<file path="config.mk">
export PLATFORM = sky130hd
export DESIGN_NAME = commitSequencer
export DESIGN_NICKNAME = d
export VERILOG_FILES = /design/src/ldstPkg.sv /design/src/commitSequencer.sv
export SDC_FILE = /design/constraint.sdc
export NUM_CORES = 1
export LEC_CHECK = 0
export ABC_AREA = 1
export BUFFER_PORTS_ARGS = -buffer_cell sky130_fd_sc_hd__buf_2
export CORE_AREA = 4 4 75 77
export CTS_BUF_LIST = sky130_fd_sc_hd__clkbuf_4
export CTS_CLUSTER_SIZE = 40
export DETAILED_ROUTE_END_ITERATION = 16
export DIE_AREA = 0 0 79 81
export GPL_TIMING_DRIVEN = 0
export PLACE_DENSITY_LB_ADDON = 0.15
export SYNTH_ARGS = -nofsm -noshare
export SYNTH_HDL_FRONTEND = slang
export SYNTH_SLANG_ARGS = --single-unit
</file>
<file path="constraint.sdc">
create_clock -name clock -period 1.8 [get_ports clock]
set_input_delay 0.45 -clock clock [delete_from_list [all_inputs] [get_ports clock]]
set_output_delay 0.45 -clock clock [all_outputs]
set_load 0.03 [all_outputs]
</file>
<file path="src/ldstPkg.sv">
`default_nettype none

////////////////////////////////////////////////////////////////////////////
// Widths shared by the load unit and its testbench
////////////////////////////////////////////////////////////////////////////

package ldstPkg;

	localparam int addressWidth	= 16;		// Word address, wraps modulo 2^16
	localparam int dataWidth	= 32;		// One memory word
	localparam int lengthWidth	= 4;		// Element count minus one
	localparam int tagWidth		= 4;		// Command identifier

	////////////////////////////////////////////////////////////////////////////
	// Field types
	////////////////////////////////////////////////////////////////////////////

	// Memory word address
	typedef logic [addressWidth-1:0]	address_t;

	// Memory word
	typedef logic [dataWidth-1:0]		data_t;

	// Zero means one element, all ones means sixteen
	typedef logic [lengthWidth-1:0]		length_t;

	// Tag travels with every returned element
	typedef logic [tagWidth-1:0]		tag_t;

endpackage

`default_nettype wire
</file>
<file path="src/commitSequencer.sv">
`timescale 1ns/1ps
`default_nettype none

module commitSequencer #(
	parameter int laneCount	= 4
)(
	input	logic								clock,
	input	logic								reset,
	input	logic [laneCount-1:0]				elementValid,
	output	logic [laneCount-1:0]				elementReady,
	input	ldstPkg::data_t [laneCount-1:0]		elementData,
	input	ldstPkg::tag_t [laneCount-1:0]		elementTag,
	input	logic [laneCount-1:0]				elementLast,
	output	logic								outValid,
	input	logic								outReady,
	output	ldstPkg::data_t						outData,
	output	ldstPkg::tag_t						outTag,
	output	logic								outLast
);

	localparam int indexWidth = $clog2(laneCount);

	logic [indexWidth-1:0]	commitPointer;		// Lane holding the oldest command

	////////////////////////////////////////////////////////////////////////////
	// Head lane select
	////////////////////////////////////////////////////////////////////////////

	assign outValid	= elementValid[commitPointer];
	assign outData	= elementData[commitPointer];
	assign outTag	= elementTag[commitPointer];
	assign outLast	= elementLast[commitPointer];

	// Other lanes keep their words until their turn
	always_comb begin
		elementReady				= '0;
		elementReady[commitPointer]	= outReady;
	end

	// Follows the dispatch rotation one command at a time
	always_ff @(posedge clock) begin
		if (reset) begin
			commitPointer <= '0;
		end else if (outValid && outReady && outLast) begin
			if (commitPointer == indexWidth'(laneCount - 1)) begin
				commitPointer <= '0;
			end else begin
				commitPointer <= commitPointer + 1'b1;
			end
		end
	end

endmodule

`default_nettype wire

</file>
==> Word-level counts from Yosys, hierarchy flattened <==
Index checks and enable logic that the tools add are counted.
{ "classes": {"add_sub_neg": 1, "order_cmp": 2, "n_eq_ne": 1, "n_mux": 11, "n_bitwise": 1, "n_reduce_logical": 3} }
{ "op_table": {"columns": ["operator", "count"], "rows": [
  ["binary-select mux 32 bit (select 2 bit)", 1],
  ["2-to-1 mux 32 bit", 1],
  ["binary-select mux 4 bit (select 2 bit)", 1],
  ["bitwise AND 4 bit", 1],
  ["binary-select mux 1 bit (select 2 bit)", 2],
  ["2-to-1 mux 4 bit", 1],
  ["logical AND 1 bit", 3],
  ["less-than comparator 2 x 3 -> 1 bit, second input constant", 1],
  ["2-to-1 mux 1 bit", 3],
  ["adder 2 x 1 -> 2 bit, second input constant", 1],
  ["demux 1 bit (select 2 bit)", 1],
  ["== test 2 bit, second input constant", 1],
  [">= comparator 2 x 1 -> 1 bit, second input constant", 1],
  ["2-to-1 mux 2 bit", 1]
]} }
{ "word_totals": {"regBits": 2, "output_inout_bits": 42, "wordCells": 20} }

==> Depth between registers and ports, before layout <==
{ "logic_depth": {"ltp_word": 5, "ltp_mapped": 8} }

==> Least setup slack after synthesis <==
OpenSTA, ideal clock, no wires.
{ "synth_timing": {"path_type": "register -> output", "start": "register commitPointer[1]", "end": "output outData[21]", "arrival_time_ps": 1366, "required_time_ps": 1350, "slack_ps": -16, "path_stages_with_launch": 5, "cell_sequence": "dfxtp_1 buf_6 clkbuf_1 o21ai_0 o22ai_1"} }
{ "synth_between": {"elab_chain_len": 2} }
{ "synth_lines": {"columns": ["element", "line_no", "rtl"], "rows": [
  ["from (decl)", "commitSequencer.sv:23", "logic [indexWidth-1:0] commitPointer;"],
  ["from (signal assigned)", "commitSequencer.sv:48", "commitPointer <= commitPointer + 1'b1;"],
  ["binary-select mux 32 bit (select 2 bit)", "commitSequencer.sv:30", "assign outData = elementData[commitPointer];"],
  ["2-to-1 mux 32 bit (not written as such)", "commitSequencer.sv:30", null],
  ["to (decl)", "commitSequencer.sv:16", "output ldstPkg::data_t outData,"]
]} }
Every way passes these cells. The select of a mux whose other input is x is not followed.

==> Worst setup path in the final report <==
{ "layout_timing": {"start": "register commitPointer[0]", "end": "output outData[30]"} }
Same word-level chain as after synthesis.

==> flow_summary.json <==
{
  "overflow": 0,
  "cp_slowest_cell": "dfxtp_4",
  "final-setup-viol-count": 29,
  "dpl_cell_area_mm2": 0.00256,
  "syn2layout_area_growth_pct": 166,
  "final_cell_area_mm2": 0.00350,
  "layout.area.seq_um2": 47.5,
  "initial_core_util": 0.262,
  "slew_violations": 0,
  "slew_headroom": 0.826,
  "finalCritPeriodShare": 1.02,
  "syn-num-nets": 412,
  "synth_area_leaders": "o21ai_0, nor2_1, o22ai_1, buf_6, o21ai_1",
  "power_leakage_nw": 1.78,
  "io_pins": 197,
  "worstSkewPairLatency_ns": 0.22,
  "syn_area_mm2": 0.00131,
  "crit_fanout": 7,
  "place_inst": 519,
  "ys_async_sr_fraction": 0,
  "drt-pass1-iter-count": 4,
  "synth-xor-area-share": 0,
  "setup_tns_ns": -0.330,
  "worst_ep_arrival_time_ns": 1.38,
  "drt_wl_total_um": 8310,
  "top_usage_layer": "met2",
  "std_cell_rows": 26,
  "regMostFlops": "commitPointer",
  "top_regs": "commitPointer x2",
  "hpwl_um": 5930,
  "design.core.area_mm2": 0.00501,
  "wire_per_inst_um": 15.4,
  "synthSimpleGateAreaFrac": 0.321,
  "yosysMostFrequentCell": "nor2_1",
  "use_met2": 0.423,
  "antenna_found_initial": 0,
  "die_w_um": 79,
  "root_buffer": "clkbuf_4",
  "max_cap_violations": 0,
  "ys_seq_area_frac": 0.0305,
  "slowest_delay_ns": 0.41,
  "ys_warn_count": 0,
  "clk_pin_slew_worst_paths_ns": 0.03,
  "violations": "negative setup slack",
  "drtIter0Drc": 70,
  "cts.sinks": 2,
  "synth_common_cells": "nor2_1, o21ai_0, o22ai_1",
  "fmax_mhz": 545,
  "cts_max_level": 1,
  "hp-class": "input pin to flop",
  "rsz0062_at_grt": "yes",
  "cp.required_ns": 1.35,
  "io_buffers": 196,
  "grtUsageTotal": 0.217,
  "powerDensity_mw_per_mm2": 618,
  "synthCells": 253,
  "place.gp.congestion": 0.861,
  "dieArea_mm2": 0.00640,
  "via_count": 2673,
  "total_power_mw": 2.16,
  "grt_pass1_vias": 2471,
  "clockBufferDepth": 2,
  "layout_min_cycle_time_ns": 1.83,
  "muxShareOfSynthArea": 0,
  "outcome": "complete, but fails checks",
  "grt_pass1_wl_um": 11400,
  "postLayoutCoreUtil": 0.698,
  "drt-vias-per-instance": 4.97,
  "ys_types": 18,
  "critical_path_class": "flop to primary output",
  "grtUsageMet3": 0.0366,
  "drive_gt1_frac": 0.739,
  "worst_slew_pin_slew_ns": 0.258,
  "cts_tree": "done",
  "hold_viol": 0,
  "finalClockSkew_ns": 0.00471,
  "cp_cell_sequence": "inv_6 -> buf_12 -> clkbuf_16 -> o21ai_2 -> o22ai_2 -> buf_6",
  "critPathLaunchType": "flop",
  "diodes": 0,
  "cts_buffers": 3,
  "largest_reg_flops": 2,
  "nets": 629,
  "synth_area_leader_cell": "o21ai_0",
  "n_fill_cell": 473,
  "synth_fa_ha_area_frac": 0.0381,
  "fin_cells": 538,
  "drc": 0,
  "setup_ws_ns": -0.0334,
  "grt_max_degree": 12,
  "cp-end-kind": "primary output",
  "synth.ff_latch_count": 2,
  "synth_compound_area_frac": 0.446,
  "synth-edff-count": 0,
  "avgSynthCellArea_um2": 5.19,
  "ctsHoldBuffers": 0,
  "synth_flop_cell": "dfxtp_1",
  "multi_input_area_mm2": 0.00153,
  "die_h_um": 81,
  "ant_nets": 0,
  "synth_top_family_by_area": "compound AO/OA/AOI/OAI gates",
  "synth_top_area_frac": 0.217,
  "peakVddDrop_mv": 0.431,
  "globalRouteMet1Util": 0.244
}
[cell families after synthesis]
kind of cell / Yosys count
AO/OA/AOI/OAI: 108
adder cells (fa/ha/maj): 4
buffers and inverters: 39
flip-flops: 2
AND/OR/NAND/NOR: 100
[layout by cell type, fill, tap and decap left out, types with 6 or more instances in the layout]
cell      instances
nand2_1          13
buf_4            17
nor2_1           48
inv_1            10
buf_12            6
clkbuf_4          7
nor2_2           23
o21ai_0          30
buf_6            39
o21ai_2          22
o22ai_2          33
o21ai_1          16
buf_2           157
nor2_4            6
[metal layers]
metal / part of all wire / up-vias
met1: 0.36 / 1237
li1: - / 1306
met5: 0 / -
met3: 0.077 / 14
met2: 0.55 / 116
met4: 0.018 / 0
[report_power, final]
group | switching [mW] | internal, mW | leakage, nW | total [mW]
sequential | 0.0143 | 0.0512 | 0.0178 | 0.0655
combinational | 1.07 | 0.930 | 1.75 | 2.00
clock | 0.0241 | 0.0735 | 0.0138 | 0.0975
total | 1.10 | 1.06 | 1.78 | 2.16
[critical path, delay by kind of cell (launching register included)]
kind            cells  cell delay (ns)
buf+inv             4             0.52
compound gates      2             0.23
flops               1             0.41
[metrics by stage]
stage                     setup slack [ns]  hold WS (ns)
final                              -0.0334         0.482
after global routing               -0.0950         0.504
after CTS                          -0.0505         0.480
after detailed placement            -0.197         0.724
after global placement              -0.167         0.721
after floorplan                     0.0137         0.619
[layout make-up]
type | count | share of cell area
Inverter | 15 | 0.0182
Timing Repair Buffer | 212 | 0.408
Clock buffer | 3 | 0.00644
Sequential cell | 2 | 0.0136
Buffer | 24 | 0.0905
Multi-Input combinational cell | 212 | 0.438
Tap cell | 70 | 0.0250
[repair_timing]
item	in CTS	in global routing
resized for setup	123	122
hold endpoints to repair	0	0
buffers inserted	6	5
pin swaps	6	17
cloned	0	5
setup endpoints to repair	41	39
[final timing paths]
check	slack, ns	cells past startpoint	end	startpoint
worst max-delay path	-0.03	6	outData[30]	commitPointer[0]$_SDFFE_PP0P_
worst min-delay path	0.48	4	commitPointer[1]$_SDFFE_PP0P_	reset
worst max register to register	0.54	6	commitPointer[1]$_SDFFE_PP0P_	commitPointer[0]$_SDFFE_PP0P_
worst min register to register	0.83	6	commitPointer[0]$_SDFFE_PP0P_	commitPointer[1]$_SDFFE_PP0P_
(Power assumes the default switching activity.)
