--- src/ldstDispatch.sv ---
`timescale 1ns/1ps
`default_nettype none

module ldstDispatch #(
	parameter int laneCount	= 4
)(
	input	logic					clock,
	input	logic					reset,
	input	logic					cmdValid,		// From outside
	output	logic					cmdReady,
	output	logic [laneCount-1:0]	laneCmdValid,	// One-hot, target lane only
	input	logic [laneCount-1:0]	laneCmdReady
);

	localparam int indexWidth = $clog2(laneCount);

	logic [indexWidth-1:0]	rotation;		// Lane that takes the next command
	logic					accepted;

	////////////////////////////////////////////////////////////////////////////
	// Target lane decode
	////////////////////////////////////////////////////////////////////////////

	// Only the lane under the pointer may stall the command port
	assign cmdReady	= laneCmdReady[rotation];
	assign accepted	= cmdValid & cmdReady;

	always_comb begin
		laneCmdValid			= '0;
		laneCmdValid[rotation]	= cmdValid;
	end

	////////////////////////////////////////////////////////////////////////////
	// Rotation pointer
	////////////////////////////////////////////////////////////////////////////

	// Command k always lands in lane k mod laneCount
	always_ff @(posedge clock) begin
		if (reset) begin
			rotation <= '0;
		end else if (accepted) begin
			if (rotation == indexWidth'(laneCount - 1)) begin
				rotation <= '0;
			end else begin
				rotation <= rotation + 1'b1;
			end
		end
	end

endmodule

`default_nettype wire

--- config.mk ---
export PLATFORM = sky130hd
export DESIGN_NAME = ldstDispatch
export DESIGN_NICKNAME = d
export VERILOG_FILES = /design/src/ldstDispatch.sv
export SDC_FILE = /design/constraint.sdc
export NUM_CORES = 1
export LEC_CHECK = 0
export BUFFER_PORTS_ARGS = -buffer_cell sky130_fd_sc_hd__buf_2
export CAP_MARGIN = 20
export CORE_AREA = 4 4 41 43
export DETAILED_ROUTE_END_ITERATION = 10
export DIE_AREA = 0 0 45 47
export SKIP_CTS_REPAIR_TIMING = 1
export SLEW_MARGIN = 20
export SYNTH_ARGS = -nofsm -noshare
export SYNTH_HDL_FRONTEND = slang
export SYNTH_SLANG_ARGS = --single-unit
--- constraint.sdc ---
create_clock -name clock -period 1.8 [get_ports clock]
set_clock_uncertainty 0.15 [all_clocks]
set_input_delay 0 -clock clock [delete_from_list [all_inputs] [get_ports clock]]
set_output_delay 0 -clock clock [all_outputs]
set_load 0.02 [all_outputs]
# ---- After elaboration in Yosys (flattened, before gate mapping)
# Cells that the tools add are included.
dict set report word_totals {
  reg_bits 2
  latch_bits 0
  ram_bits 0
  rom_bits 0
  inputBits 7
  out_inout_bits 5
  word_cells 13
  n_memories 0
}
dict set report op_classes {
  addsub 1
  mul 0
  n_div 0
  magnitude_cmp 2
  n_eq_ne 1
  n_shift 0
  muxes 5
  n_bitwise 2
  n_reduce_logical 1
}
# op n
set op_table {}
lappend op_table {{4-bit bitwise AND} 1}
lappend op_table {{2-bit by 3-bit less-than comparator with 1-bit output, second input constant} 1}
lappend op_table {{2-bit by 1-bit adder with 2-bit output, second input constant} 1}
lappend op_table {{1-bit binary-select mux with 2-bit select} 1}
lappend op_table {{1-bit demux with 2-bit select} 1}
lappend op_table {{2-bit == test, second input constant} 1}
lappend op_table {{2-bit by 1-bit >= comparator with 1-bit output, second input constant} 1}
lappend op_table {{1-bit 2-to-1 mux} 2}
lappend op_table {{2-bit 2-to-1 mux} 1}
lappend op_table {{1-bit bitwise AND} 1}
lappend op_table {{1-bit logical AND} 1}

# ---- Depth between registers and ports, before layout
# Gate-level depths: netlist of run 1.
dict set report logic_depth {
  ltp_word 5
  ltp_mapped 5
  mapped_depth_nobuf 5
}

# ---- Worst setup path before layout of run 1
# Ideal clock, no wire load.
dict set report synth_path {
  path_kind {flip-flop to flip-flop}
  from {reg rotation[0]}
  to {reg rotation[0]}
  setup_ns 0.121
  arrival_time_ns 1.204
  required_ns 1.529
  setup_slack_ns 0.325
  path_stages_with_launch 4
  n_path_buf 0
  synth_period_minus_slack_ns 1.475
  path_cell_list {dfxtp_1 > mux2_2 > a2bb2oi_2 > mux2_4}
}
dict set report synth_between {
  elab_chain_cells 3
  elab_cells_between_ends 6
  cone_classes {1 x add/sub; 1 x eq/ne; 3 x mux; 1 x bitwise}
}
# item line_no
set synth_rtl {}
lappend synth_rtl {{from (decl)} 17} ;# logic [indexWidth-1:0] rotation;
lappend synth_rtl {{from (signal assigned)} 45} ;# rotation <= rotation + 1'b1;
lappend synth_rtl {{1-bit binary-select mux with 2-bit select} 25} ;# assign cmdReady = laneCmdReady[rotation];
lappend synth_rtl {{1-bit 2-to-1 mux (not written as such)} 25}
lappend synth_rtl {{1-bit bitwise AND} 26} ;# assign accepted = cmdValid & cmdReady;
# Parallel ways exist; a longest one is shown, timed or not. The select of a mux whose other input is x is not followed.
# A chain may end at the register's enable or synchronous reset.

# ---- Worst setup path after layout of run 1
# Same ends and word-level chain as after synthesis.

==> results of run 1 <==
-- power by group --
part / switching, mW / total, mW / leakage [nW] / internal, mW
registers: 0.00768 / 0.0567 / 0.0164 / 0.0490
clock network: 0.0239 / 0.0973 / 0.0138 / 0.0734
logic: 0.0378 / 0.0763 / 0.138 / 0.0385
total: 0.0694 / 0.230 / 0.168 / 0.161
-- through the flow --
step	setup slack, ps	hold slack (ps)
3_3_place_gp	294	55.1
4_1_cts	241	-179
3_5_place_dp	243	57.6
6_report	243	76.2
2_1_floorplan	325	-80.9
5_1_grt	200	121
-- metal layers --
layer  track usage [%]  vias up
li1                  -      121
met1              6.09       97
met2              7.63        9
met3                 0        0
met4              8.77        0
met5                 0        -
-- worst register-to-register path, stage by stage (launching register included) --
cell	delay [ps]
dfxtp_1	430
mux2_2	400
a2bb2oi_2	160
mux2_4	300
-- cells by family after synthesis --
group / count (synthesis)
AOI/OAI and AO/OA: 4
adders and majority gates: 4
buffers and inverters: 2
DFF: 2
muxes: 3
and+or+nand+nor: 11
-- placed cells by master (no fill, tap or decap) --
cell,synthesis,routed
a21oi_1,2,2
a2bb2oi_2,1,1
and2_1,4,4
and2b_1,1,1
buf_2,0,11
clkbuf_4,0,3
dfxtp_1,2,2
dlygate4sd3_1,0,2
ha_1,4,4
inv_1,2,2
mux2_2,1,1
mux2_4,1,1
mux2i_1,1,1
nand2_1,1,1
nand2b_1,1,1
nand3_1,1,1
nor2_1,2,2
nor3_1,1,1
o21ai_1,1,1
-- area by class of cell --
cell class	instances	area (µm²)
Clock buffer	3	22.5
Fill cell	158	961
Inverter	2	7.51
Multi-Input combinational cell	22	176
Sequential cell	2	40.0
Tap cell	15	18.8
Timing Repair Buffer	13	75.1
-- path summary, 6_finish.rpt --
kind,slack [ps],end,cells past startpoint,start
worst max-delay path,240,rotation[0],3,rotation[0]
worst min-delay path,80,rotation[1],4,laneCmdReady[2]
worst max register to register,240,rotation[0],3,rotation[0]
worst min register to register,440,rotation[1],2,rotation[1]
==> impl_metrics.env, run 1 <==
export IMPL_wire_per_inst_um=8.96
export IMPL_gp_congestion=0.763
export IMPL_worst_path_buf_inv=0
export IMPL_worst_pin_slew_ps=291
export IMPL_core_area_um2=1300
export IMPL_first_global_vias=221
export IMPL_run_status="finished clean"
export IMPL_nets=55
export IMPL_synth_area_mux_share_pct=16.2
export IMPL_place_inst=52
export IMPL_cts_tree="yes"
export IMPL_period_minus_slack_ps=1560
export IMPL_num_vias=227
export IMPL_power_leakage_nw=0.168
export IMPL_largest_register_ffs=2
export IMPL_synth_top_family_by_area="simple AND/OR/NAND/NOR gates"
export IMPL_rows=13
export IMPL_critPathTopFamily="multiplexers"
export IMPL_synth_cells=26
export IMPL_drt_iter0_markers=2
export IMPL_hp_class="input pin to flop"
export IMPL_synth_edff_count=0
export IMPL_slowest_delay_ps=430
export IMPL_cp_max_fo=6
export IMPL_clkLatencyLatePin_ps=220
export IMPL_synth_warnings=0
export IMPL_arrival_ps=1510
export IMPL_die_w_um=45
export IMPL_ys_types=16
export IMPL_n_antenna_cell=0
export IMPL_synth_area_leaders="ha_1 (22%), dfxtp_1 (18%), and2_1 (11%), a2bb2oi_2 (6.7%), mux2_4 (6.7%)"
export IMPL_synth_top_area_share_pct=22.3
export IMPL_hpwl_um=421
export IMPL_tns_ps=0
export IMPL_relSlewSlack_pct=80.0
export IMPL_dieHeight_um=47
export IMPL_rsz0062_at_grt="false"
export IMPL_avgViaCountPerCell=3.98
export IMPL_die_area_um2=2120
export IMPL_drt_first_pass_iters=2
export IMPL_startpoint_type="flop"
export IMPL_cp_end_kind="flop"
export IMPL_ys_ff_latch=2
export IMPL_finalCritPeriodShare_pct=86.5
export IMPL_grt_ovfl_total=0
export IMPL_synth_nets=37
export IMPL_cp_cell_sequence="mux2_2 > a2bb2oi_2 > mux2_4"
export IMPL_syn_cell_area_um2=224
export IMPL_drive_gt1_share_pct=40.5
export IMPL_fin_util_pct=26.2
export IMPL_drtAntennaViolNets=0
export IMPL_maxCapViolCount=0
export IMPL_wirelength_um=511
export IMPL_ios=12
export IMPL_track_usage_pct=5.44
export IMPL_initial_core_util_pct=17.2
export IMPL_post_dp_cell_area_um2=298
export IMPL_cts_buffers=3
export IMPL_reg_top3="rotation: 2 flops"
export IMPL_regMostFlops="rotation"
export IMPL_synth_top_cells_by_count="and2_1 (4), ha_1 (4)"
export IMPL_synth_fa_ha_area_share_pct=22.3
export IMPL_drc_errors=0
export IMPL_areaGrowthSynthToFinish_pct=52.0
export IMPL_setup_viol=0
export IMPL_max_clock_freq_mhz=642
export IMPL_grt_pass1_wl_um=779
export IMPL_final_hold_viol_count=0
export IMPL_async_flop_share_pct=0
export IMPL_peakVddDrop_mv=0.145
export IMPL_met1_length_um=239
export IMPL_io_buffers=11
export IMPL_synth_compound_area_share_pct=13.4
export IMPL_root_buffer="clkbuf_4"
export IMPL_slew_viol_final=0
export IMPL_yosys_area_top_type="ha_1"
export IMPL_grt_max_degree=9
export IMPL_worstPathRequired_ps=1760
export IMPL_synth_ff_type="dfxtp_1"
export IMPL_yosys_area_share_simple_pct=26.8
export IMPL_path_class="flop to flop"
export IMPL_synthXorXnorAreaFrac_pct=0
export IMPL_power_density_nw_per_um2=677
export IMPL_finalInstanceArea_um2=340
export IMPL_wl_met3_um=35
export IMPL_antenna_found_initial=0
export IMPL_routed_wl_met2_um=237
export IMPL_cts_clk_slew_worst_paths_ps=30
export IMPL_ys_seq_area_share_pct=17.9
export IMPL_slowest_stage="dfxtp_1"
export IMPL_max_clock_path_buffers=2
export IMPL_htree_levels=1
export IMPL_numClockSinks=2
export IMPL_finalNonFillerCells=57
export IMPL_p_total_uw=230
export IMPL_top_layer="met3"
export IMPL_postSynthAreaPerCell_um2=8.61
(Power assumes the default switching activity.)
==> run 2, diff against run 1 <==
--- a/config.mk
+++ b/config.mk
@@ -10,6 +10,7 @@
 export CORE_AREA = 4 4 41 43
 export DETAILED_ROUTE_END_ITERATION = 10
 export DIE_AREA = 0 0 45 47
+export RECOVER_POWER = 50
 export SKIP_CTS_REPAIR_TIMING = 1
 export SLEW_MARGIN = 20
 export SYNTH_ARGS = -nofsm -noshare
==> run 2 against run 1 <==
Against the previous run: non-clock buffer count did not move; sequential cell count did not move; final cell count unchanged; worst setup slack unchanged; critical path depth unchanged; via count did not move; combinational power fell by 1%; highest routed layer unchanged; final area decreased by 1.1%; clock-buffer cell count unchanged; power fell by 0.46%; largest cell class unchanged.
==> impl_metrics.env, run 2 (synthesis gave the netlist of run 1 again) <==
export IMPL_run_status="finished clean"
export IMPL_gp_congestion=0.763
export IMPL_initial_core_util_pct=17.2
export IMPL_min_to="rotation[1]"
export IMPL_dieHeight_um=47
export IMPL_path_class="flop to flop"
export IMPL_io_buffers=11
export IMPL_ios=12
export IMPL_r2r_start="rotation[0]"
export IMPL_max_clock_freq_mhz=642
export IMPL_grt_ovfl_total=0
export IMPL_cts_clk_slew_worst_paths_ps=30
export IMPL_rows=13
export IMPL_regMostFlops="rotation"
export IMPL_drtAntennaViolNets=0
export IMPL_cp_end_kind="flop"
export IMPL_cp_max_fo=6
export IMPL_relSlewSlack_pct=80.0
export IMPL_worst_pin_slew_ps=291
export IMPL_cts_buffers=3
export IMPL_largest_register_ffs=2
export IMPL_max_clock_path_buffers=2
export IMPL_nets=55
export IMPL_wirelength_um=513
export IMPL_seqCellArea_um2=40.0
export IMPL_cts_tree="yes"
export IMPL_power_density_nw_per_um2=681
export IMPL_drive_gt1_share_pct=33.3
export IMPL_hp_class="input pin to flop"
export IMPL_htree_levels=1
export IMPL_worstPathRequired_ps=1760
export IMPL_drt_iter0_markers=2
export IMPL_period_minus_slack_ps=1560
export IMPL_final_cell_mix="buf_2 (8), and2_1 (4), ha_1 (4)"
export IMPL_r2r_end="rotation[0]"
export IMPL_use_met1_pct=6.09
export IMPL_reg_top3="rotation: 2 flops"
export IMPL_drc_errors=0
export IMPL_rsz0062_at_grt="false"
export IMPL_track_usage_pct=5.44
export IMPL_fin_ws_ps=243
export IMPL_root_buffer="clkbuf_4"
export IMPL_holdPathStages=4
export IMPL_finalCritPeriodShare_pct=86.5
export IMPL_multiInputGateArea_um2=176
export IMPL_pre_cts_ws_ps=243
export IMPL_final_common_cell="buf_2"
export IMPL_hp_start="laneCmdReady[2]"
export IMPL_drt_first_pass_iters=2
export IMPL_areaGrowthSynthToFinish_pct=50.3
export IMPL_first_global_vias=221
export IMPL_n_antenna_cell=0
export IMPL_grt_pass1_wl_um=779
export IMPL_startpoint_type="flop"
export IMPL_tns_ps=0
export IMPL_num_vias=227
export IMPL_nFillCells=159
export IMPL_grt_use_met2_pct=7.63
export IMPL_core_area_um2=1300
export IMPL_reg2regPathDepth=3
export IMPL_clkLatencyLatePin_ps=220
export IMPL_grt_max_degree=9
export IMPL_arrival_ps=1510
export IMPL_grt_met3_usage_pct=0
export IMPL_avgViaCountPerCell=3.98
export IMPL_setup_viol=0
export IMPL_final_hold_viol_count=0
export IMPL_die_w_um=45
export IMPL_finalInstanceArea_um2=337
export IMPL_slew_viol_final=0
export IMPL_peakVddDrop_mv=0.144
export IMPL_post_dp_cell_area_um2=298
export IMPL_antenna_found_initial=0
export IMPL_rrSetupSlack_ps=240
export IMPL_hpwl_um=421
export IMPL_grt_busiest_layer="met4"
export IMPL_die_area_um2=2120
export IMPL_numClockSinks=2
export IMPL_power_leakage_nw=0.157
export IMPL_maxCapViolCount=0
export IMPL_wire_per_inst_um=9.00
[run 2: cell types whose count changed in the layout (fill, tap and decap cells not counted)]
cell	before	now
buf_2	11	8
clkbuf_1	0	3
[run 2: layout make-up]
cell class | instances | share of cell area, %
inverters | 2 | 2.23
clock buffers | 3 | 6.69
repair buffers | 13 | 21.2
flip-flops and latches | 2 | 11.9
well taps | 15 | 5.58
multi-input cells | 22 | 52.4
[run 2: power by group]
group,switching [mW],internal (mW)
clock network,0.0239,0.0734
registers,0.00768,0.0490
logic,0.0380,0.0372
[run 2: metal layers]
| layer | routed length [µm] | up-vias | share of wire (%) |
|---|---|---|---|
| li1 | - | 121 | - |
| met1 | 239 | 97 | 47 |
| met2 | 237 | 9 | 46 |
| met3 | 37 | 0 | 7.2 |
| met4 | 0 | 0 | 0 |
| met5 | 0 | - | 0 |
[run 2: critical path, stage by stage, from the launching register on]
cell and delay [ps]:
dfxtp_1 430, mux2_2 400, a2bb2oi_2 160, mux2_4 300
[run 2: worst max-delay path by stage]
stage | slack (ps) | endpoint | start | cells after the start
2_1_floorplan | 330 | rotation[0] | rotation[0] | 3
3_3_place_gp | 290 | rotation[0] | rotation[0] | 3
3_5_place_dp | 240 | rotation[0] | rotation[0] | 3
4_1_cts | 240 | rotation[0] | rotation[0] | 3
5_1_grt | 200 | rotation[0] | rotation[0] | 3
6_report | 240 | rotation[0] | rotation[0] | 3
[run 2: through the flow]
stage | total power, mW | hold WS, ps | instances | utilization, %
after floorplan | 0.107 | -80.9 | 26 | -
after global routing | 0.245 | 121 | 57 | 25.9
after CTS | 0.234 | -179 | 55 | 24.6
after detailed placement | 0.131 | 57.6 | 52 | 22.9
final | 0.229 | 76.2 | 57 | 25.9
after global placement | 0.130 | 55.1 | 52 | 22.9
==> run 3, diff against run 2 <==
--- a/config.mk
+++ b/config.mk
@@ -5,6 +5,7 @@
 export SDC_FILE = /design/constraint.sdc
 export NUM_CORES = 1
 export LEC_CHECK = 0
+export ABC_AREA = 1
 export BUFFER_PORTS_ARGS = -buffer_cell sky130_fd_sc_hd__buf_2
 export CAP_MARGIN = 20
 export CORE_AREA = 4 4 41 43
==> constraint.sdc (replaced) <==
create_clock -name clock -period 1.3 [get_ports clock]
set_clock_uncertainty 0.15 [all_clocks]
set_input_delay 0 -clock clock [delete_from_list [all_inputs] [get_ports clock]]
set_output_delay 0 -clock clock [all_outputs]
set_load 0.02 [all_outputs]
==> run 3 against run 2 <==
Against the previous run: the flow now finishes with violations (hold timing); synthesized area rose by 5.6%; sequential share of layout area is 1.5 points lower; first-iteration DRC count rose to 3.0 times the previous value; clock power is 38% higher; critical path depth up 2; routed wire length increased by 13%; power increased by 66%; worst hold slack worse by 96 ps; register-to-register slack got worse by 130 ps; combinational power up 130%; via count up 21%; sequential cell count unchanged.
==> impl_metrics.env, run 3 <==
export IMPL_hp_class="input pin to flop"
export IMPL_slowest_stage="dfxtp_2"
export IMPL_crit_top_cell="buf_4"
export IMPL_relSlewSlack_pct=90.1
export IMPL_synth_edff_count=0
export IMPL_synth_area_leaders="ha_1 (21%), nand2_1 (17%), dfxtp_1 (17%), nand3_2 (13%), inv_1 (13%)"
export IMPL_n_antenna_cell=0
export IMPL_htree_levels=1
export IMPL_wl_met3_um=58
export IMPL_regMostFlops="rotation"
export IMPL_hpwl_um=461
export IMPL_final_cell_mix="nand2_1 (9), inv_1 (8), buf_2 (8)"
export IMPL_arrival_ps=1120
export IMPL_areaGrowthSynthToFinish_pct=67.7
export IMPL_clkLatencyLatePin_ps=220
export IMPL_syn_cell_area_um2=236
export IMPL_r2r_start="rotation[0]"
export IMPL_top_layer="met3"
export IMPL_wirelength_um=581
export IMPL_cts_tree="yes"
export IMPL_violations="hold timing"
export IMPL_cp_max_fo=4
export IMPL_ios=12
export IMPL_slew_viol_final=0
export IMPL_period_minus_slack_ps=1270
export IMPL_multiInputGateArea_um2=193
export IMPL_routed_wl_met2_um=281
export IMPL_finalCritPeriodShare_pct=97.7
export IMPL_max_clock_freq_mhz=788
export IMPL_nFillCells=154
export IMPL_io_buffers=11
export IMPL_startpoint_type="flop"
export IMPL_ys_seq_area_share_pct=16.9
export IMPL_async_flop_share_pct=0
export IMPL_synth_top_area_share_pct=21.2
export IMPL_num_vias=274
export IMPL_synth_cells=37
export IMPL_met1_length_um=241
export IMPL_largest_register_ffs=2
export IMPL_synth_nets=48
export IMPL_first_global_vias=256
export IMPL_nets=67
export IMPL_worstPathRequired_ps=1150
export IMPL_cts_clk_slew_worst_paths_ps=30
export IMPL_core_area_um2=1300
export IMPL_clkPwrFrac_pct=35.1
export IMPL_slowest_delay_ps=320
export IMPL_seqPwrFrac_pct=19.8
export IMPL_tns_ps=0
export IMPL_initial_core_util_pct=18.2
export IMPL_yosys_area_top_type="ha_1"
export IMPL_power_leakage_nw=0.242
export IMPL_power_density_nw_per_um2=962
export IMPL_max_clock_path_buffers=2
export IMPL_worst_pin_slew_ps=148
export IMPL_cp_cell_sequence="buf_4 > ha_2 > nand2_1 > inv_1 > buf_4"
export IMPL_antenna_found_initial=0
export IMPL_drt_iter0_markers=6
export IMPL_p_total_uw=381
export IMPL_maxCapViolCount=0
export IMPL_ys_types=12
export IMPL_cp_end_kind="output pin"
export IMPL_drc_errors=0
export IMPL_path_class="flop to output pin"
export IMPL_ys_ff_latch=2
export IMPL_setup_viol=0
export IMPL_final_common_cell="nand2_1"
export IMPL_reg_top3="rotation: 2 flops"
export IMPL_final_hold_viol_count=1
export IMPL_yosysMostFrequentCell="nand2_1"
export IMPL_drt_first_pass_iters=2
export IMPL_synth_warnings=0
export IMPL_postSynthAreaPerCell_um2=6.39
export IMPL_run_status="finished with violations"
export IMPL_root_buffer="clkbuf_4"
export IMPL_peakVddDrop_mv=0.430
export IMPL_dieHeight_um=47
export IMPL_die_area_um2=2120
export IMPL_track_usage_pct=6.95
export IMPL_critPathTopFamily="buffers and inverters"
export IMPL_drtAntennaViolNets=0
export IMPL_hold_slack_ps=-20.1
export IMPL_seqCellArea_um2=41.3
export IMPL_grt_max_degree=8
export IMPL_worst_path_buf_inv=3
export IMPL_grt_pass1_wl_um=993
export IMPL_cp_startpoint="rotation[0]"
export IMPL_gp_congestion=0.683
export IMPL_swShare_pct=35.4
export IMPL_p_sw_uw=135
export IMPL_rsz0062_at_grt="true"
export IMPL_synth_top_cells_by_count="nand2_1 (11), inv_1 (8), ha_1 (4), nand3_2 (3), nor2_1 (3)"
export IMPL_avgViaCountPerCell=3.97
export IMPL_cts_buffers=3
export IMPL_synth_ff_type="dfxtp_1"
export IMPL_combPwrFrac_pct=45.1
export IMPL_hp_start="cmdValid"
export IMPL_wire_per_inst_um=8.42
export IMPL_grt_ovfl_total=0
export IMPL_p_int_uw=246
export IMPL_die_w_um=45
export IMPL_rows=13
export IMPL_drive_gt1_share_pct=50.0
export IMPL_numClockSinks=2
[run 3: cell count changes after synthesis, moves of 3 or more]
cell     change
and2_1       -3
inv_1        +6
nand2_1     +10
nand3_2      +3
[run 3: metrics by stage]
step	cell area [µm²]	hold WS, ps	setup WS (ps)	util [%]	cells
floorplan	236	-27.7	71.3	-	37
global placement	325	111	86.6	25.0	65
detailed placement	325	109	65.9	25.0	65
CTS	348	-128	-41.5	26.7	68
global route	397	36.4	-20.2	30.5	69
finish	397	-20.1	30.3	30.5	69
[run 3: power groups by stage]
stage          clock (mW)  combinational [mW]  sequential, mW
2_1_floorplan           0              0.0889          0.0792
3_3_place_gp            0               0.141          0.0751
3_5_place_dp            0               0.144          0.0754
4_1_cts             0.144               0.145          0.0746
5_1_grt             0.147               0.194          0.0766
6_report            0.134               0.172          0.0755
[run 3: worst paths after layout]
kind                endpoint  slack (ps)  depth (start not counted)
max          laneCmdValid[3]          30                          5
min              rotation[1]         -20                          4
max reg2reg      rotation[1]         110                          6
min reg2reg      rotation[0]         470                          4
[run 3: metal layers]
layer	track usage, %	up-vias
met5	0	-
met4	5.26	0
met3	4.60	0
met2	9.32	9
met1	7.71	120
li1	-	145
[run 3: area by class of cell]
| class | instances | share of cell area (%) |
|---|---|---|
| clock buffers | 3 | 5.68 |
| inverters | 9 | 8.52 |
| multi-input cells | 26 | 48.6 |
| flip-flops and latches | 2 | 10.4 |
| well taps | 15 | 4.73 |
| repair buffers | 14 | 22.1 |
[run 3: cells by family (layout without fill, tap and decap cells)]
logic type,Yosys count,in the layout,share of synthesized area [%]
flops,2,2,16.9
simple gates,21,21,45.5
fa+ha+maj,4,4,21.2
compound gates,1,1,2.11
buf+inv,9,26,14.3
[run 3: worst reg2reg max path, stage by stage, from the launching register on]
cell	delay (ps)
dfxtp_2	340
inv_2	70
ha_1	290
inv_1	50
nand4_1	80
nand2_1	70
inv_1	30
