**src/ldstPkg.sv**
```systemverilog
`default_nettype none

////////////////////////////////////////////////////////////////////////////
// Widths shared by the load unit and its testbench
////////////////////////////////////////////////////////////////////////////

package ldstPkg;

	localparam int addressWidth	= 16;		// Word address, wraps modulo 2^16
	localparam int dataWidth	= 32;		// One memory word
	localparam int lengthWidth	= 4;		// Element count minus one
	localparam int tagWidth		= 4;		// Command identifier

	////////////////////////////////////////////////////////////////////////////
	// Field types
	////////////////////////////////////////////////////////////////////////////

	// Memory word address
	typedef logic [addressWidth-1:0]	address_t;

	// Memory word
	typedef logic [dataWidth-1:0]		data_t;

	// Zero means one element, all ones means sixteen
	typedef logic [lengthWidth-1:0]		length_t;

	// Tag travels with every returned element
	typedef logic [tagWidth-1:0]		tag_t;

endpackage

`default_nettype wire
```
**src/ldstLane.sv**
```systemverilog
`timescale 1ns/1ps
`default_nettype none

module ldstLane #(
	parameter int requestDepth	= 4,
	parameter int dataDepth		= 8
)(
	input	logic				clock,
	input	logic				reset,
	input	logic				cmdValid,
	output	logic				cmdReady,
	input	ldstPkg::address_t	cmdBase,
	input	ldstPkg::address_t	cmdStride,
	input	ldstPkg::length_t	cmdLength,
	input	ldstPkg::tag_t		cmdTag,
	output	logic				readValid,		// To arbiter
	output	ldstPkg::address_t	readAddress,
	input	logic				readGrant,		// Read accepted this cycle
	input	logic				respValid,		// Word for this lane
	input	ldstPkg::data_t		respData,
	output	logic				elementValid,	// To commit sequencer
	input	logic				elementReady,
	output	ldstPkg::data_t		elementData,
	output	ldstPkg::tag_t		elementTag,
	output	logic				elementLast
);

	localparam int requestWidth	= 2 * ldstPkg::addressWidth + ldstPkg::lengthWidth
		+ ldstPkg::tagWidth;
	localparam int entryWidth	= ldstPkg::dataWidth + ldstPkg::tagWidth + 1;
	localparam int countWidth	= $clog2(dataDepth + 1);
	localparam logic [countWidth:0] creditLimit = (countWidth + 1)'(dataDepth);

	logic [requestWidth-1:0]	requestHead;
	logic						requestFull;
	logic						requestEmpty;
	logic						requestPop;
	ldstPkg::address_t			headBase;
	ldstPkg::address_t			headStride;
	ldstPkg::length_t			headLength;
	ldstPkg::tag_t				headTag;

	logic						busy;			// Walker owns a command
	ldstPkg::address_t			walkAddress;
	ldstPkg::address_t			walkStride;
	ldstPkg::length_t			remaining;		// Reads left minus one
	ldstPkg::tag_t				walkTag;
	ldstPkg::tag_t				pendingTag;		// Goes with next response
	logic						pendingLast;

	logic [countWidth-1:0]		dataCount;
	logic [countWidth-1:0]		inFlight;
	logic [countWidth:0]		reserved;
	logic						dataEmpty;

	////////////////////////////////////////////////////////////////////////////
	// Request queue
	////////////////////////////////////////////////////////////////////////////

	assign cmdReady		= ~requestFull;
	assign requestPop	= ~busy & ~requestEmpty;
	assign {headBase, headStride, headLength, headTag} = requestHead;

	ringBuffer #(
		.entryCount	(requestDepth),
		.entryWidth	(requestWidth)
	) u_requestQueue (
		.clock		(clock),
		.reset		(reset),
		.write		(cmdValid & cmdReady),
		.writeData	({cmdBase, cmdStride, cmdLength, cmdTag}),
		.read		(requestPop),
		.readData	(requestHead),
		.full		(requestFull),
		.empty		(requestEmpty),
		.count		()
	);

	////////////////////////////////////////////////////////////////////////////
	// Address walker
	////////////////////////////////////////////////////////////////////////////

	// Space in the data buffer is reserved for every read in flight
	assign reserved		= dataCount + inFlight;
	assign readValid	= busy & (reserved < creditLimit);
	assign readAddress	= walkAddress;

	always_ff @(posedge clock) begin
		if (reset) begin
			busy <= 1'b0;
		end else if (requestPop) begin
			busy <= 1'b1;
		end else if (readGrant && remaining == '0) begin
			busy <= 1'b0;		// Last read of the command
		end
	end

	always_ff @(posedge clock) begin
		if (requestPop) begin
			walkAddress	<= headBase;
			walkStride	<= headStride;
			remaining	<= headLength;
			walkTag		<= headTag;
		end else if (readGrant) begin
			walkAddress	<= walkAddress + walkStride;	// Wraps modulo 2^16
			remaining	<= remaining - 1'b1;
		end
		if (readGrant) begin
			pendingTag	<= walkTag;
			pendingLast	<= (remaining == '0);
		end
	end

	always_ff @(posedge clock) begin
		if (reset) begin
			inFlight <= '0;
		end else begin
			case ({readGrant, respValid})
				2'b10:		inFlight <= inFlight + 1'b1;
				2'b01:		inFlight <= inFlight - 1'b1;
				default:	inFlight <= inFlight;
			endcase
		end
	end

	////////////////////////////////////////////////////////////////////////////
	// Data buffer
	////////////////////////////////////////////////////////////////////////////

	assign elementValid = ~dataEmpty;

	ringBuffer #(
		.entryCount	(dataDepth),
		.entryWidth	(entryWidth)
	) u_dataBuffer (
		.clock		(clock),
		.reset		(reset),
		.write		(respValid),
		.writeData	({respData, pendingTag, pendingLast}),
		.read		(elementValid & elementReady),
		.readData	({elementData, elementTag, elementLast}),
		.full		(),
		.empty		(dataEmpty),
		.count		(dataCount)
	);

endmodule

`default_nettype wire

```
**src/ringBuffer.sv**
```systemverilog
`timescale 1ns/1ps
`default_nettype none

module ringBuffer #(
	parameter int entryCount	= 4,
	parameter int entryWidth	= 8
)(
	input	logic								clock,
	input	logic								reset,
	input	logic								write,		// Push writeData
	input	logic [entryWidth-1:0]				writeData,
	input	logic								read,		// Pop head entry
	output	logic [entryWidth-1:0]				readData,	// Head entry
	output	logic								full,
	output	logic								empty,
	output	logic [$clog2(entryCount+1)-1:0]	count		// Occupancy
);

	localparam int pointerWidth	= (entryCount > 1) ? $clog2(entryCount) : 1;
	localparam int countWidth	= $clog2(entryCount + 1);

	logic [entryWidth-1:0]		storage [entryCount];
	logic [pointerWidth-1:0]	writePointer;
	logic [pointerWidth-1:0]	readPointer;
	logic						doWrite;
	logic						doRead;

	// Wraps at entryCount, which need not be a power of two
	function automatic logic [pointerWidth-1:0] nextPointer(
		input logic [pointerWidth-1:0] pointer
	);
		if (pointer == pointerWidth'(entryCount - 1)) begin
			return '0;
		end
		return pointer + 1'b1;
	endfunction

	assign doWrite	= write & ~full;		// Overflowing write is ignored
	assign doRead	= read & ~empty;
	assign full		= (count == countWidth'(entryCount));
	assign empty	= (count == '0);
	assign readData	= storage[readPointer];

	always_ff @(posedge clock) begin
		if (doWrite) begin
			storage[writePointer] <= writeData;
		end
	end

	always_ff @(posedge clock) begin
		if (reset) begin
			writePointer	<= '0;
			readPointer		<= '0;
			count			<= '0;
		end else begin
			if (doWrite) begin
				writePointer <= nextPointer(writePointer);
			end
			if (doRead) begin
				readPointer <= nextPointer(readPointer);
			end
			case ({doWrite, doRead})
				2'b10:		count <= count + 1'b1;
				2'b01:		count <= count - 1'b1;
				default:	count <= count;		// Both or neither
			endcase
		end
	end

endmodule

`default_nettype wire

```
**config.mk**
```make
export PLATFORM = sky130hd
export DESIGN_NAME = ldstLane
export DESIGN_NICKNAME = d
export VERILOG_FILES = /design/src/ldstPkg.sv /design/src/ldstLane.sv /design/src/ringBuffer.sv
export SDC_FILE = /design/constraint.sdc
export NUM_CORES = 1
export LEC_CHECK = 0
export ABC_AREA = 1
export BUFFER_PORTS_ARGS = -buffer_cell sky130_fd_sc_hd__clkbuf_2
export CAP_MARGIN = 20
export CORE_ASPECT_RATIO = 1.2
export CORE_UTILIZATION = 55
export DETAILED_ROUTE_END_ITERATION = 12
export PLACE_DENSITY = 0.76
export SKIP_LAST_GASP = 1
export SYNTH_ARGS = -nofsm -noshare
export SYNTH_HDL_FRONTEND = slang
export SYNTH_SLANG_ARGS = --single-unit
```
**constraint.sdc**
```tcl
create_clock -name clock -period 2.9 [get_ports clock]
set_clock_uncertainty 0.2 [all_clocks]
set_input_delay 0.58 -clock clock [delete_from_list [all_inputs] [get_ports clock]]
set_output_delay 0.58 -clock clock [all_outputs]
set_load 0.03 [all_outputs]
```
# Yosys cells after proc, flatten, opt, wreduce, memory -nomap -nowiden
# Memories as Yosys holds them, arrays and structs flattened. A register that Yosys moved wholly into a read port is not among the register bits.
# Cells that the tools add are included.
# W data, S select, Z words.
dict set report totals {
  regBits 67
  latch_bits 0
  ram_bits 456
  romBits 0
  input_bits 78
  out_inout_bits 56
  word_cells 101
  mem_count 2
}
# memory words word_bits rd rd_ports_with_merged_regs wr line
set mem_list {}
lappend mem_list {u_dataBuffer.storage 8 37 1 1 1 ringBuffer.sv:22} ;# logic [entryWidth-1:0] storage [entryCount];
lappend mem_list {u_requestQueue.storage 4 40 1 1 1 ringBuffer.sv:22}
dict set report classes {
  add_sub_neg 13
  n_mul 0
  div 0
  order_cmp 1
  eq_ne 12
  n_shift 0
  mux 37
  bitwise 13
  n_reduce_logical 9
}
# op count
set ops {}
lappend ops {{$mux W16} 2}
lappend ops {{$mux W1} 18}
lappend ops {{$mux W3} 6}
lappend ops {{$add A16 B16 Y16} 1}
lappend ops {{$pmux W4 S2} 2}
lappend ops {{$mux W2} 6}
lappend ops {{$sub A4 B1 Y4 const B} 3}
lappend ops {{$eq A2 B2 Y1 const B} 5}
lappend ops {{$reduce_bool A2 Y1} 5}
lappend ops {{$add A3 B1 Y3 const B} 3}
lappend ops {{$eq A3 B3 Y1 const B} 3}
lappend ops {{$add A4 B1 Y4 const B} 2}
lappend ops {{$and A1 B1 Y1} 8}
lappend ops {{$logic_not A4 Y1} 2}
lappend ops {{$mux W4} 2}
lappend ops {{$eq A2 B1 Y1 const B} 3}
lappend ops {{$pmux W3 S2} 1}
lappend ops {{$add A4 B4 Y5} 1}
lappend ops {{$lt A5 B4 Y1 const B} 1}
lappend ops {{$not A1 Y1} 5}
lappend ops {{$add A2 B1 Y2 const B} 2}
lappend ops {{$eq A4 B4 Y1 const B} 1}
lappend ops {{$logic_not A3 Y1} 1}
lappend ops {{$sub A3 B1 Y3 const B} 1}
lappend ops {{$logic_and A1 B1 Y1} 1}

# Depth between registers and ports, before layout
# Gate-level depths: netlist (run 1).
dict set report depth {
  ltp_word 9
  mapped_depth 13
  depth_no_buf 13
}

# Modules after synthesis
# A second synthesis (run 1) with hierarchy kept.
dict set report unflattened {
  cells_unflattened 1727
  hier_area_um2 21645.8
}
# module instances cells_each area_each_um2 seq_area_each_um2
set by_module_without_submodules {}
lappend by_module_without_submodules {{ringBuffer at u_dataBuffer} 1 926 12175.4 9148.8}
lappend by_module_without_submodules {{ringBuffer at u_requestQueue} 1 459 6556.3 4984.8}
lappend by_module_without_submodules {ldstLane 1 342 2914.0 1451.4}

# Worst setup path before layout (run 1)
# OpenSTA, ideal clock, no wires.
dict set report synth_path {
  path_kind {reg2reg}
  start {register u_requestQueue.count[0]}
  end {memory u_requestQueue.storage[0][0] in the netlist's numbering (enable)}
  setup_time_ns 0.438
  t_arrival_ns 2.650
  t_required_ns 2.262
  path_slack_ns -0.388
  stages_incl_launch_ff 5
  path_buffers 0
  synth_period_minus_slack_ns 3.288
  path_cell_list {dfxtp_1 inv_1 nand3_1 nand2_1 nor2_1}
}
dict set report synth_via {
  elab_chain_len 6
}
# element line
set synth_lines {}
lappend synth_lines {{from (decl)} ringBuffer.sv:16} ;# output logic [$clog2(entryCount+1)-1:0] count
lappend synth_lines {{from (signal assigned)} ringBuffer.sv:63} ;# 2'b10: count <= count + 1'b1;
lappend synth_lines {{from (signal assigned)} ringBuffer.sv:64} ;# 2'b01: count <= count - 1'b1;
lappend synth_lines {{from (signal assigned)} ringBuffer.sv:65} ;# default: count <= count;
lappend synth_lines {{$eq A3 B3 Y1 *} ringBuffer.sv:40} ;# assign full = (count == countWidth'(entryCount));
lappend synth_lines {{$not A1 Y1 *} ldstLane.sv:60} ;# assign cmdReady = ~requestFull;
lappend synth_lines {{net cmdReady} ldstLane.sv:11} ;# output logic cmdReady,
lappend synth_lines {{$and A1 B1 Y1} ldstLane.sv:70} ;# .write (cmdValid & cmdReady),
lappend synth_lines {{$and A1 B1 Y1 *} ringBuffer.sv:38} ;# assign doWrite = write & ~full;
lappend synth_lines {{$mux W1 *} ringBuffer.sv:45} ;# if (doWrite) begin
lappend synth_lines {{$mux W1 (not written as such) *} ringBuffer.sv:46} ;# storage[writePointer] <= writeData;
lappend synth_lines {{to (decl)} ringBuffer.sv:22}
# The timed path passes the listed nets; every way through them passes the cells marked *.

==> metrics, run 1 <==
final setup violation count=4; Startpoint Class=flop; initial core utilization=56.0%; 1st-pass router iterations=5; FF-to-FF End=u_dataBuffer.count[2]; clock buffers created by TritonCTS=49; final net count=1943; final max-slew violation count=0; number of global-route vias before repair=13400; Largest stage delay, worst path=0.38 ns; CTS tree=done; fin worst setup slack=-0.0978 ns; synthesized instance count=1679; Reg2Reg Setup Slack=0.52 ns; overall die height=217 um; cell at the root of the clock tree=sky130_fd_sc_hd__clkbuf_16; tightest slew margin relative to the limit=37.0%; overall via count from detail_route=13900; Critical Path Fanout Max=12; sequential element share of the synthesized area=73.3%; total cell area at the placement stage=22600 um2; number of DRC markers after the initial detailed-route iteration=1467; hold_ws=0.0445 ns; worst setup slack before clock tree synthesis=0.400 ns; logic depth of the worst register-to-register path=13; Worst Tran Pin Value=0.944 ns; count of standard-cell rows=78; sequential cell area=15600 um2; via/cell ratio=5.91; main area contributors after synthesis=sky130_fd_sc_hd__edfxtp_1, sky130_fd_sc_hd__nor2_1, sky130_fd_sc_hd__nand2_1; count of port buffers added during placement=133; number of max-capacitance violations reported=0; highest achievable clock rate=334 MHz; chip width=181 um; unrepaired setup endpoints after global routing=yes; Tightest Hold Check Type=input pin to flop; final cell area excluding filler cells=24900 um2; Crit path buffers/inverters=4; net count of the mapped netlist=1795; antenna violations before repair=4; ratio of total power to cell area=1050 nW/um2; number of synthesized register bits=528; pin count of the biggest net entering global routing=81; area share of the largest cell type after synthesis=70.8%; sinks on the clock net=528; cell type contributing the most total cell area after synthesis=sky130_fd_sc_hd__edfxtp_1; die footprint=39500 um2; hold path endpoint=u_requestQueue.storage[0][37]; cell area after technology mapping=21300 um2; critical path class=flop to primary output; endpoint required time on the critical path=2.12 ns; total of hold buffers inserted after clock tree synthesis=0; WP data arrival=2.22 ns; Hold Vio Cnt, Final=0; Worst-Skew Late Latency=0.57 ns; final critical-path share of the clock period=103%; global placement routability congestion=0.894; violated checks=setup timing; mean area per synthesized cell=12.7 um2; total global routing overflow=0; number of antenna-violating nets in the routed design=0; run status=complete, but fails checks; I/O pin total=134; fraction of final layout cells with drive strength greater than 1=16.2%; area delta synth->final=17.3%; Core Footprint=38000 um2; cell chain of the critical path=buf_8, inv_6, clkbuf_16, nor2_1, o32ai_1, nand2_1, nand2_1, buf_4; worst vdd rail ir drop=0.655 mV; number of remaining DRC errors=0; Total Neg Setup Slack=-0.173 ns; Most Frequent Cell on Critical Path=sky130_fd_sc_hd__nand2_1; worst flop-to-flop path startpoint=u_dataBuffer.count[0]; kind of cell with the highest combined delay on the critical path=buffers and inverters; element type at the critical path end=primary output; Final Critical Period=3.00 ns; number of H-tree branching levels=2; final WL=49000 um; buffer levels on the longest clock path=3; routed len/inst=20.9 um; sum of net half-perimeters after detailed placement=24800 um; total of fill cells in the finished design=2583; standard cell with the maximum stage delay on the critical path=sky130_fd_sc_hd__dfxtp_4; launch point of the worst hold path=cmdBase[13]; overall global routing resource usage=23.0%; count of warnings emitted by yosys=0; Synth cell types=34; global-route wire length before repair=70100 um; Hold Path Depth=1; leakage power=9.17 nW; clock transition time at the flip-flop clock pins of the worst setup and hold paths=0.07 ns; footprint of the multi-input gates=5180 um2
==> cells in the mapped netlist (all sizes together) <==
| library cell | count |
|---|---|
| edfxtp | 501 |
| nor2 | 334 |
| nand2 | 247 |
| o21ai | 170 |
| o32ai | 74 |
| inv | 72 |
| clkbuf | 46 |
| buf | 41 |
| ha | 35 |
| o22ai | 33 |
| a21oi | 31 |
| dfxtp | 27 |
| nand3 | 20 |
| xnor2 | 8 |
| nor3 | 6 |
| xor2 | 6 |
| a32o | 5 |
| nand3b | 4 |
| or2 | 4 |
| a211oi | 3 |
| a31oi | 3 |
| fa | 3 |
| and2 | 2 |
| o211a | 2 |
| a31o | 1 |
| nand4 | 1 |
==> layout by cell type (no fill, tap or decap), types with 20 or more instances in the layout <==
cell type                   instances
sky130_fd_sc_hd__inv_1             67
sky130_fd_sc_hd__dfxtp_1           24
sky130_fd_sc_hd__nor2_1           320
sky130_fd_sc_hd__nand2_1          245
sky130_fd_sc_hd__nand3_1           20
sky130_fd_sc_hd__o32ai_1           61
sky130_fd_sc_hd__buf_4             21
sky130_fd_sc_hd__clkbuf_2         105
sky130_fd_sc_hd__o21ai_0          164
sky130_fd_sc_hd__o22ai_1           33
sky130_fd_sc_hd__ha_1              35
sky130_fd_sc_hd__a21oi_1           31
sky130_fd_sc_hd__clkbuf_16         61
sky130_fd_sc_hd__edfxtp_1         501
==> worst max path at each step <==
stage	start	end	cells after the start	slack [ns]
2_1_floorplan	u_requestQueue.count[0]	u_requestQueue.storage[0][0]	4	-0.39
3_3_place_gp	flop	elementData[18]	6	0.45
3_5_place_dp	flop	elementData[18]	6	0.40
4_1_cts	flop	elementData[5]	7	-0.04
5_1_grt	flop	elementData[31]	8	-0.11
6_report	flop	elementData[18]	8	-0.1
==> power by group <==
part           leakage, nW  internal, mW  switching [mW]
Combinational         3.52          3.13            6.19
Clock                0.824          3.95            2.75
Sequential            4.82          9.60           0.465
Total                 9.17          16.7            9.41
==> final cells by class <==
cell class	count	area share (%)
repair inverters	1	0.0351
flip-flops and latches	528	62.5
inverters	72	1.13
well taps	480	2.41
multi-input cells	992	20.8
clock buffers	60	5.42
repair buffers	183	6.31
diodes	2	0.0201
clock inverters	29	1.37
==> per-stage QoR <==
step | instances | power, mW | util (%)
after floorplan | 1679 | 16.1 | -
after global placement | 2236 | 18.3 | 59.6
after detailed placement | 2236 | 18.5 | 59.6
after CTS | 2329 | 25.4 | 64.4
after global routing | 2346 | 27.3 | 65.7
final | 2347 | 26.1 | 65.7
==> state kept, by name (all words and copies together) (netlist names), 3 cells and up, named ones only <==
signal	cells
inFlight	4
pendingTag	4
readAddress	16
remaining	4
u_dataBuffer.count	4
u_dataBuffer.readPointer	3
u_dataBuffer.storage	296
u_dataBuffer.writePointer	3
u_requestQueue.count	3
u_requestQueue.storage	160
walkStride	16
walkTag	4
==> cell families after synthesis <==
logic type,count (synthesis),synth area share [%]
DFF,528,73.3
AOI/OAI and AO/OA,322,9.32
xor gates and xnor gates,14,0.577
buffers and inverters,159,3.25
adders and majority gates,38,2.34
and+or+nand+nor,618,11.2
==> repair_timing <==
action                     CTS  global route
setup buffers                2             6
gates cloned                 2            10
setup endpoints to repair   36            36
gates resized for setup     10            73
pin swaps                    0             3
==> layer usage <==
metal  track usage [%]  part of all wire [%]
met5                 0                 0.027
met2              42.0                    52
met4              8.59                   3.2
met3              4.72                   8.6
met1              26.5                    36
Note: power is estimated with default switching activity, not from simulation.
==> run 2: changes to the inputs <==
==> constraint.sdc (replaced) <==
create_clock -name clock -period 2.9 [get_ports clock]
set_clock_uncertainty 0.2 [all_clocks]
set_input_delay 0.145 -clock clock [delete_from_list [all_inputs] [get_ports clock]]
set_output_delay 0.145 -clock clock [all_outputs]
set_load 0.02 [all_outputs]
==> metrics, run 2 (same netlist as run 1, synthesis figures left out) <==
final setup violation count=0 (-4); unrepaired setup endpoints after global routing=yes; final critical-path share of the clock period=95.8% (-7.5 points); overall via count from detail_route=13800 (-0.80%); Total Neg Setup Slack=0 ns (+0.173 ns); endpoint required time on the critical path=2.56 ns (+0.44 ns); critical path class=flop to primary output; chip width=181 um (unchanged); Tightest Hold Check Type=input pin to flop; count of port buffers added during placement=133 (unchanged); number of max-capacitance violations reported=0 (unchanged); antenna violations before repair=3 (-1); Hold Vio Cnt, Final=0 (unchanged); leakage power=9.17 nW (about the same); leading cell types in the layout, fill and taps excluded=sky130_fd_sc_hd__edfxtp_1, sky130_fd_sc_hd__nor2_1, sky130_fd_sc_hd__nand2_1, sky130_fd_sc_hd__o21ai_0, sky130_fd_sc_hd__clkbuf_2; overall die height=217 um (unchanged); sequential cell area=15600 um2 (unchanged); footprint of the multi-input gates=5080 um2 (-2.1%); clock transition time at the flip-flop clock pins of the worst setup and hold paths=0.06 ns (about the same); FF-to-FF End=u_dataBuffer.storage[7][10]; final max-slew violation count=0 (unchanged); Most flops, register=u_dataBuffer.storage; global-route wire length before repair=72600 um (+3.6%); fraction of final layout cells with drive strength greater than 1=13.6% (-2.6 points); final WL=46000 um (-6.2%); sum of net half-perimeters after detailed placement=26600 um (+7.2%); total cell area at the placement stage=22700 um2 (about the same); Largest regs=u_dataBuffer.storage (296), u_requestQueue.storage (160); buffer levels on the longest clock path=3 (unchanged); tightest slew margin relative to the limit=41.8% (+4.8 points); number of DRC markers after the initial detailed-route iteration=1211 (-17%); Startpoint Class=flop; initial core utilization=56.0% (unchanged); sinks on the clock net=528 (unchanged); worst flop-to-flop path startpoint=u_dataBuffer.count[1]; number of remaining DRC errors=0 (unchanged); worst vdd rail ir drop=0.807 mV (+23%); Reg2Reg Setup Slack=0.60 ns (+0.08 ns); worst setup slack before clock tree synthesis=0.580 ns (+0.181 ns); Core Footprint=38000 um2 (unchanged); routed len/inst=19.1 um (-8.5%); post-layout utilization of the core=65.8% (about the same); count of standard-cell rows=78 (unchanged); worst setup path endpoint=elementData[17]; final cell area excluding filler cells=25000 um2 (about the same); Worst Tran Pin Value=0.871 ns (-0.0725 ns); element type at the critical path end=primary output; 1st-pass router iterations=5 (unchanged); ratio of total power to cell area=971 nW/um2 (-7.1%); max FFs per register=296 (unchanged); run status=complete, no violations; die footprint=39500 um2 (unchanged); global placement routability congestion=0.924 (+3.4%); highest achievable clock rate=360 MHz (+7.9%); Critical Path Fanout Max=102 (+90); final net count=2006 (+3.2%); number of H-tree branching levels=2 (unchanged); number of global-route vias before repair=14200 (+6.1%); number of antenna-violating nets in the routed design=0 (unchanged); hold_ws=0.135 ns (+0.0904 ns); overall global routing resource usage=23.6% (+0.64 points); logic depth of the worst register-to-register path=9 (-4); commonest non-fill, non-tap cell in the layout=sky130_fd_sc_hd__edfxtp_1; I/O pin total=134 (unchanged); area delta synth->final=17.4% (about the same); via/cell ratio=5.72 (-3.3%); total of fill cells in the finished design=2657 (+2.9%); Final Critical Period=2.78 ns (-0.218 ns); cell at the root of the clock tree=sky130_fd_sc_hd__clkbuf_16; total global routing overflow=0 (unchanged); Worst-Skew Late Latency=0.56 ns (about the same); clock buffers created by TritonCTS=50 (+2.0%); WP data arrival=2.43 ns (+0.21 ns); pin count of the biggest net entering global routing=103 (+27%); fin worst setup slack=0.121 ns (+0.218 ns); CTS tree=done
==> run 2: changes by cell type in the layout (fill, tap and decap cells not counted), sizes merged <==
cell	before	now
dlygate4sd3	0	78
bufinv	7	2
inv	75	72
diode	2	3
clkinv	17	25
clkbuf	188	190
buf	55	35
clkinvlp	3	2
==> run 2: where the power goes <==
group,switching (mW),leakage [nW],total [mW],internal (mW)
clock network,2.64,0.731,5.97,3.32
logic,5.45,3.61,8.16,2.71
registers,0.527,4.82,10.1,9.59
total,8.62,9.17,24.2,15.6
==> run 2: through the flow <==
stage               cells  total power [mW]
global placement     2239              18.0
global route         2407              25.6
detailed placement   2239              18.2
floorplan            1679              15.7
CTS                  2404              24.3
finish               2407              24.2
==> run 2: metal layers <==
layer  vias up  GRT usage, %  share of wire [%]
met1      6700          27.8                 39
met3        83          4.69                6.6
met2       514          43.0                 52
met5         -             0                  0
li1       6473             -                  -
met4         0          8.16                2.3
==> run 2: what timing repair did <==
item / 4_1_cts / 5_1_grt
cloned: 0 / 0
hold buffers: 78 / 0
endpoints found under the hold margin: 438 / 0
endpoints found under the setup margin: 5 / 14
resized for setup: 0 / 3
setup buffers: 1 / 0
==> run 2: critical path, stage by stage, from the launching register on <==
cell and delay, ns:
sky130_fd_sc_hd__dfxtp_4 0.59, sky130_fd_sc_hd__buf_16 0.34, sky130_fd_sc_hd__nor2_1 0.12, sky130_fd_sc_hd__o32ai_1 0.32, sky130_fd_sc_hd__nand2_1 0.15, sky130_fd_sc_hd__nand2_1 0.10, sky130_fd_sc_hd__clkbuf_2 0.16
==> run 2: how the worst min path moves through the flow <==
stage | endpoint | depth (start not counted) | from | slack [ns]
3_5_place_dp | u_requestQueue.storage[0][23] | 1 | cmdStride[15] | 0.16
2_1_floorplan | u_dataBuffer.storage[0][10] | 0 | respData[5] | 0.04
5_1_grt | u_requestQueue.storage[0][23] | 2 | cmdStride[15] | 0.11
4_1_cts | u_requestQueue.storage[0][23] | 2 | cmdStride[15] | 0.11
3_3_place_gp | u_requestQueue.storage[3][27] | 1 | cmdBase[3] | 0.16
6_report | u_requestQueue.storage[0][23] | 2 | cmdStride[15] | 0.13
==> run 2: final cells by class <==
type,count,share of cell area [%]
multi-input cells,992,20.3
flip-flops and latches,528,62.5
inverters,72,1.10
clock inverters,29,0.812
diodes,3,0.0301
clock buffers,57,5.12
well taps,480,2.41
repair buffers,246,7.72
